===== src/mem_pkg.sv =====
`default_nettype none

package mem_pkg;

	// cpu and external memory bus widths
	localparam int ADDR_W = 32;
	localparam int DATA_W = 32;

	// byte address
	typedef logic [ADDR_W-1:0] addr_t;

	// one data word, also the cache line payload
	typedef logic [DATA_W-1:0] word_t;

endpackage

`default_nettype wire


===== src/cache_pkg.sv =====
`default_nettype none

package cache_pkg;

	import mem_pkg::*;

	// direct mapped, one word per line
	localparam int TAG_W = 22;
	localparam int INDEX_W = 8;
	localparam int OFFSET_W = ADDR_W - TAG_W - INDEX_W;
	localparam int LINES = 1 << INDEX_W;

	typedef logic [TAG_W-1:0] tag_t;
	typedef logic [INDEX_W-1:0] index_t;

	// per line metadata, kept apart from the data word
	typedef struct packed
	{
		logic valid;
		logic dirty;
		tag_t tag;
	} line_meta_t;

	typedef enum logic [1:0]
	{
		s_idle,
		s_compare_tag,
		s_write_back,
		s_allocate
	} ctrl_state_t;

	function automatic tag_t addr_tag(input addr_t a);
		return a[ADDR_W-1 -: TAG_W];
	endfunction

	function automatic index_t addr_index(input addr_t a);
		return a[OFFSET_W +: INDEX_W];
	endfunction

	// word aligned line address, byte bits zero
	function automatic addr_t line_addr(input tag_t t, input index_t i);
		return {t, i, {OFFSET_W{1'b0}}};
	endfunction

endpackage

`default_nettype wire


===== src/cache_lookup_if.sv =====
`timescale 1ns/1ps
`default_nettype none

interface cache_lookup_if
	import mem_pkg::*, cache_pkg::*;
();

	// latched request and update strobes
	index_t index;
	tag_t tag;
	word_t wr_word;
	logic write_hit;
	logic fill;

	// lookup results at the current index
	logic hit;
	logic victim_dirty;
	tag_t victim_tag;
	word_t victim_word;
	word_t rd_word;

	modport ctrl
	(
		output index, tag, wr_word, write_hit, fill,
		input hit, victim_dirty, victim_tag, victim_word, rd_word
	);

	modport store
	(
		input index, tag, wr_word, write_hit, fill,
		output hit, victim_dirty, victim_tag, victim_word, rd_word
	);

endinterface

`default_nettype wire


===== src/cache_ctrl.sv =====
`timescale 1ns/1ps
`default_nettype none

module cache_ctrl
	import mem_pkg::*, cache_pkg::*;
(
	input wire clk,
	input wire rst,
	input wire req,
	input wire we,
	input wire addr_t addr,
	input wire word_t wdata,
	input wire mem_ack,
	output logic ready,
	output logic mem_cs,
	output logic mem_we,
	output addr_t mem_addr,
	output word_t mem_wdata,
	cache_lookup_if.ctrl lk
);

	ctrl_state_t state;
	logic accept;
	logic req_we;
	addr_t req_addr;
	word_t req_wdata;

	// requests only taken while idle
	assign accept = (state == s_idle) && req;

	assign lk.index = addr_index(req_addr);
	assign lk.tag = addr_tag(req_addr);
	assign lk.wr_word = req_wdata;
	// memory word lands in the line on the ack edge
	assign lk.fill = (state == s_allocate) && mem_ack;

	always_ff @(posedge clk)
	begin
		if (accept)
		begin
			req_we <= we;
			req_addr <= addr;
			req_wdata <= wdata;
		end
		if ((state == s_compare_tag) && !lk.hit)
		begin
			if (lk.victim_dirty)
				mem_addr <= line_addr(lk.victim_tag, lk.index);
			else
				mem_addr <= line_addr(lk.tag, lk.index);
			mem_wdata <= lk.victim_word;
		end
		else if ((state == s_write_back) && mem_ack)
		begin
			mem_addr <= line_addr(lk.tag, lk.index);
		end
	end

	always_ff @(posedge clk or negedge rst)
	begin
		if (!rst)
		begin
			state <= s_idle;
			ready <= 1'b0;
			mem_cs <= 1'b0;
			mem_we <= 1'b0;
			lk.write_hit <= 1'b0;
		end
		else
		begin
			ready <= 1'b0;
			lk.write_hit <= 1'b0;
			case (state)
				s_idle:
				begin
					if (accept)
						state <= s_compare_tag;
				end
				s_compare_tag:
				begin
					if (lk.hit)
					begin
						ready <= 1'b1;
						lk.write_hit <= req_we;
						state <= s_idle;
					end
					else if (lk.victim_dirty)
					begin
						mem_cs <= 1'b1;
						mem_we <= 1'b1;
						state <= s_write_back;
					end
					else
					begin
						mem_cs <= 1'b1;
						mem_we <= 1'b0;
						state <= s_allocate;
					end
				end
				s_write_back:
				begin
					// victim is out, go fetch the new line
					if (mem_ack)
					begin
						mem_we <= 1'b0;
						state <= s_allocate;
					end
				end
				s_allocate:
				begin
					if (mem_ack)
					begin
						mem_cs <= 1'b0;
						state <= s_compare_tag;
					end
				end
				default:
				begin
					state <= s_idle;
				end
			endcase
		end
	end

	a_mem_hold: assert property (@(posedge clk) disable iff (!rst)
		mem_cs && !mem_ack |=> mem_cs && $stable(mem_we) && $stable(mem_addr))
		else $error("memory request changed before ack");

	a_ready_not_busy: assert property (@(posedge clk) disable iff (!rst)
		!(ready && mem_cs))
		else $error("ready raised during a memory access");

endmodule

`default_nettype wire


===== src/flat_wrapper.sv =====
// flat-port wrapper written by rule: the top's interface ports become plain ports
module cache_ctrl_flat import mem_pkg::*, cache_pkg::*;
  (clk, rst, req, we, addr, wdata, mem_ack, ready, mem_cs, mem_we, mem_addr, mem_wdata, lk_index, lk_tag, lk_wr_word, lk_write_hit, lk_fill, lk_hit, lk_victim_dirty, lk_victim_tag, lk_victim_word, lk_rd_word);
  cache_lookup_if lk_i ();
  input wire clk;
  input wire rst;
  input wire req;
  input wire we;
  input wire addr_t addr;
  input wire word_t wdata;
  input wire mem_ack;
  output logic ready;
  output logic mem_cs;
  output logic mem_we;
  output addr_t mem_addr;
  output word_t mem_wdata;
  output wire logic [$bits(lk_i.index)-1:0] lk_index;
  output wire logic [$bits(lk_i.tag)-1:0] lk_tag;
  output wire logic [$bits(lk_i.wr_word)-1:0] lk_wr_word;
  output wire logic [$bits(lk_i.write_hit)-1:0] lk_write_hit;
  output wire logic [$bits(lk_i.fill)-1:0] lk_fill;
  input wire logic [$bits(lk_i.hit)-1:0] lk_hit;
  input wire logic [$bits(lk_i.victim_dirty)-1:0] lk_victim_dirty;
  input wire logic [$bits(lk_i.victim_tag)-1:0] lk_victim_tag;
  input wire logic [$bits(lk_i.victim_word)-1:0] lk_victim_word;
  input wire logic [$bits(lk_i.rd_word)-1:0] lk_rd_word;
  assign lk_index = lk_i.index;
  assign lk_tag = lk_i.tag;
  assign lk_wr_word = lk_i.wr_word;
  assign lk_write_hit = lk_i.write_hit;
  assign lk_fill = lk_i.fill;
  assign lk_i.hit = lk_hit;
  assign lk_i.victim_dirty = lk_victim_dirty;
  assign lk_i.victim_tag = lk_victim_tag;
  assign lk_i.victim_word = lk_victim_word;
  assign lk_i.rd_word = lk_rd_word;
  cache_ctrl u_core (.clk(clk), .rst(rst), .req(req), .we(we), .addr(addr), .wdata(wdata), .mem_ack(mem_ack), .ready(ready), .mem_cs(mem_cs), .mem_we(mem_we), .mem_addr(mem_addr), .mem_wdata(mem_wdata), .lk(lk_i));
endmodule

===== config.mk =====
export PLATFORM = sky130hd
export DESIGN_NAME = cache_ctrl_flat
export DESIGN_NICKNAME = d
export VERILOG_FILES = /design/src/mem_pkg.sv /design/src/cache_pkg.sv /design/src/cache_lookup_if.sv /design/src/cache_ctrl.sv /design/src/flat_wrapper.sv
export SDC_FILE = /design/constraint.sdc
export NUM_CORES = 1
export LEC_CHECK = 0
export BUFFER_PORTS_ARGS = -buffer_cell sky130_fd_sc_hd__buf_2
export CORE_UTILIZATION = 25
export DETAILED_ROUTE_END_ITERATION = 6
export GPL_ROUTABILITY_DRIVEN = 0
export PLACE_DENSITY = 0.53
export SYNTH_ARGS = -nofsm -noshare
export SYNTH_HDL_FRONTEND = slang
export SYNTH_SLANG_ARGS = --single-unit

===== constraint.sdc =====
create_clock -name clk -period 4.3 [get_ports clk]
set_clock_uncertainty 0.05 [all_clocks]
set_input_delay 0.215 -clock clk [delete_from_list [all_inputs] [get_ports clk]]
set_output_delay 0.215 -clock clk [all_outputs]
set_load 0.05 [all_outputs]

# After elaboration in Yosys (flattened, before gate mapping)
# Cells that the tools add are included.
# word_totals
romBits	0
ff_bits	135
n_memories	0
wordCells	48
latch_bits	0
ramBits	0
# op_classes
n_lt_le_gt_ge	0
n_bitwise	0
muxes	19
shift	0
multipliers	0
n_addsub	0
n_div	0
n_reduce_logical	12
n_eq_ne	7
# ops
op	n
$mux 32	3
$mux 1	9
$reduce_and 3->1	3
$mux 2	4
$pmux 2 s4	1
$ne 2x2->1 const B	3
$reduce_bool 2->1	3
$eq 2x2->1 const B	2
$logic_and 1x1->1	4
$pmux 1 s2	2
$eq 2x1->1 const B	1
$logic_not 2->1	1
$ne 2x1->1 const B	1
$logic_not 1->1	1

# Logic depth before layout (Yosys ltp)
# depth
ltp_word	4
mapped_depth	5
ltp_nobuf	5

# Worst setup path before layout
# No wires, ideal clock.
# synth_path
path_type	register to register
startpoint	register u_core.state[1]
endpoint	register u_core.mem_addr[10] (enable)
stages_incl_launch_ff	5
setup_slack_ns	0.855
required_time_ns	3.864
setup_time_ns	0.386
arrival_ns	3.009
path_buffers	0
path_cell_list	dfrtp_1 inv_1 ha_1 nor2b_1 a21o_1
# synth_via
elab_chain_len	3
elab_cells_between_ends	5
# synth_rtl
element	line_no	source
from (decl)	cache_ctrl.sv:22	ctrl_state_t state;
from (signal assigned)	cache_ctrl.sv:63	state <= s_idle;
from (signal assigned)	cache_ctrl.sv:77	state <= s_compare_tag;
from (signal assigned)	cache_ctrl.sv:85	state <= s_idle;
$eq 2x2->1 or $eq 2x1->1 (tied branches)	cache_ctrl.sv:53, cache_ctrl.sv:45	
$logic_and 1x1->1, on equally long branches	cache_ctrl.sv:53, cache_ctrl.sv:45	
$reduce_bool 2->1 (no line) *	--	
to (signal assigned)	cache_ctrl.sv:48	mem_addr <= line_addr(lk.victim_tag, lk.index);
to (signal assigned)	cache_ctrl.sv:50	mem_addr <= line_addr(lk.tag, lk.index);
to (signal assigned)	cache_ctrl.sv:55	mem_addr <= line_addr(lk.tag, lk.index);
to (decl)	cache_ctrl.sv:17	output addr_t mem_addr,
# Mark *: on every way between the ends. The rest lies on a longest branch, timed or not.
# A chain may end at the register's enable or synchronous reset.

# Worst setup path in the final report
# layout_path
startpoint	register u_core.state[1]
endpoint	register u_core.req_wdata[15], in the netlist u_core.lk.wr_word[15] (enable)
# layout_via
elab_chain_len	2
# layout_rtl
element	line_no	source
$logic_not 2->1	cache_ctrl.sv:29	assign accept = (state == s_idle) && req;
$logic_and 1x1->1	cache_ctrl.sv:29	
net u_core.accept	cache_ctrl.sv:23	logic accept;
to (signal assigned)	cache_ctrl.sv:43	req_wdata <= wdata;
to (decl)	cache_ctrl.sv:26	word_t req_wdata;
# The timed path passes the listed nets, and every way through them passes these cells.

==> run metrics <==
Area Growth Syn to Fin 67.9%; die area 0.0186 mm2; CTS clk-pin slew, worst paths 0.06 ns; clock sinks 131; CTS H-tree lvls 4; count of final hold-check violations 0; status completed; Diodes inserted 0; layout cells sized above 1 54.6%; sequential share of power 38.3%; Final min period 2.41 ns; Critical Path Sink Type register; count of cell types in the netlist 23; Pre-antenna DRT Iters 4; CP Buf/Inv Count 2; Cells after Synth 189; number of fill cells 1585; DP HPWL 8.05 mm; Pint 2990 uW; Initial Utilization 25.8%; WHS 0.0562 ns; IO buf count 251; Chip Height 136 um; fmax 0.415 GHz; synthesized area per cell 23.9 um2; P_sw 1790 uW; P_leak 0.00326 uW; top post-synthesis cells by area edfxtp_1 (83%), mux2_4 (6.7%), dfrtp_1 (3.3%); Final Max Slew Viols 0; Top delay family on crit path simple AND/OR/NAND/NOR gates; row cnt 48; Finished Cell Area 0.00758 mm2; vias in the first global route 3439; commonest non-fill, non-tap cell in the layout buf_2; cell area after synthesis 0.00451 mm2; Clock power frac 28.7%; actual slew at the worst max-slew pin 1.14 ns; Placeable Area 0.0175 mm2; flop-to-flop setup slack 1.89 ns; total length of routed wires 12.0 mm; vias per cell 3.94; Hold Crit Class in2reg; Worst Setup EP u_core.lk.wr_word[15]$_DFFE_PP_; Critical Path Source u_core.state[1]$_DFFE_PN0P_; antenna violations before repair 0; Layout Nets 718; Routed Antenna Nets 0; CTS resizes 0; Max Root-Sink Buffers 2; Setup Buffers After CTS 0; Critical Path RT 4.34 ns; power density over cell area 631 mW/mm2; Crit. path cell count 4; pin count of the biggest net entering global routing 47; Synth warnings 0; critical path cell sequence inv_1 -> ha_1 -> and2_2 -> buf_4; WL per Instance 15.1 um; Rel. slew slack 24.0%; TritonCTS Buffers 17; CP max FO 46; Final setup violation count 0; CP Launch Type register; slowest cell on the critical path and2_2; Detailed Route Iter0 Violations 149; CP Class reg2reg; clk root buf clkbuf_16; maximum VDD drop 0.343 mV; worst r2r dst u_core.lk.wr_word[15]$_DFFE_PP_; gr ovfl total 0; max_cap viols 0; post-synthesis sequential area ratio 86.5%; Worst R2R Start u_core.state[1]$_DFFE_PN0P_; most frequent cells in the layout buf_2 (251), edfxtp_1 (125), dlygate4sd3_1 (96), mux2_4 (20), clkbuf_16 (17); Die Span X 136 um; area leader, netlist edfxtp_1; Sw Share 37.5%; Logic pwr share 33.0%; R2R cell count 4; first-pass GRT wire length 17.4 mm; CTS tree done; gr usage total 12.8%; via count 3128; Yosys reg bits 131; clk_lat worst skew 0.40 ns; period utilisation layout 56.0%; DRC errors left 0; Yosys top cell area share 83.1%; critical path data arrival time 2.44 ns; post-placement cell area 0.00605 mm2; Crit path largest cell delay 0.89 ns; total negative slack 0 ns; Ports 288; RSZ-0062 raised after global routing false
-- cell families after synthesis --
family | Yosys count | synth area share [%]
DFF | 131 | 86.5
muxes | 25 | 7.87
and+or+nand+nor | 10 | 1.47
buffers and inverters | 9 | 1.25
AOI/OAI and AO/OA | 7 | 1.19
adders and majority gates | 6 | 1.66
other | 1 | 0.0831
-- routing by layer --
| layer | share of wire [%] | vias to the layer above | GRT usage [%] |
|---|---|---|---|
| met2 | 54 | 144 | 23.2 |
| met4 | 2.0 | 0 | 6.05 |
| met3 | 7.2 | 18 | 4.85 |
| met5 | 0 | - | 0 |
| li1 | - | 1472 | - |
| met1 | 37 | 1494 | 13.0 |
-- flip-flops by register name, summed over array words and instances, names as in the netlist --
signal / count
u_core.lk.wr_word: 32
u_core.mem_wdata: 32
u_core.mem_addr: 30
u_core.req_addr: 30
u_core.state: 2
u_core.lk.write_hit: 1
u_core.mem_cs: 1
u_core.mem_we: 1
u_core.ready: 1
u_core.req_we: 1
-- worst min path at each step --
stage	start	end	cells past startpoint
after floorplan	rst	u_core.lk.write_hit$_DFF_PN0_	0
after detailed placement	rst	u_core.mem_cs$_DFFE_PN0P_	1
after CTS	lk_victim_tag[0]	u_core.mem_addr[10]$_DFFE_PP_	2
final	lk_victim_tag[0]	u_core.mem_addr[10]$_DFFE_PP_	2
after global placement	rst	u_core.mem_cs$_DFFE_PN0P_	1
after global routing	lk_victim_tag[3]	u_core.mem_addr[13]$_DFFE_PP_	2
-- through the flow --
stage / utilization, % / setup WS [ns] / cells / power, uW
finish: 43.4 / 1.89 / 793 / 4790
CTS: 43.4 / 1.82 / 793 / 4850
global placement: 34.6 / 1.89 / 665 / 3360
global route: 43.4 / 1.70 / 793 / 4980
detailed placement: 34.6 / 1.80 / 665 / 3390
floorplan: - / 0.855 / 190 / 3000
-- repair_timing --
item / 4_1_cts / 5_1_grt
hold buffers: 96 / 0
hold endpoints to repair: 101 / 0
setup endpoints to repair: 0 / 0
-- area by class of cell --
cell class	count	area [um2]	area share, %
Clock inverter	13	138	1.82
Sequential cell	131	3900	51.5
Timing Repair Buffer	350	2240	29.5
Clock buffer	19	433	5.71
Tap cell	225	282	3.71
Inverter	5	18.8	0.248
Multi-Input combinational cell	50	567	7.48
-- power groups by stage --
stage          combinational [uW]  sequential [uW]  clock [uW]
2_1_floorplan                 303             2690           0
4_1_cts                      1600             1840        1420
6_report                     1580             1830        1380
3_5_place_dp                 1530             1860           0
5_1_grt                      1650             1860        1470
3_3_place_gp                 1520             1850           0
-- worst register-to-register path, cell delays in order (launching register included) --
cell,delay (ns)
dfrtp_1,0.41
inv_1,0.14
ha_1,0.18
and2_2,0.89
buf_4,0.42
-- cells in the mapped netlist --
cell type,count
and2_1,3
edfxtp_1,125
o22ai_1,1
buf_4,2
nor2b_1,1
mux2i_1,1
o21ai_0,1
a41o_1,1
and3_1,1
o311ai_0,1
a21boi_0,1
a21o_1,1
conb_1,1
mux2_2,4
dfrtp_1,6
inv_1,5
mux2_4,20
nand2_1,2
nand3b_4,1
o2bb2ai_1,1
buf_6,2
ha_1,6
nor2_1,2
Power figures use the tool's default switching activity.
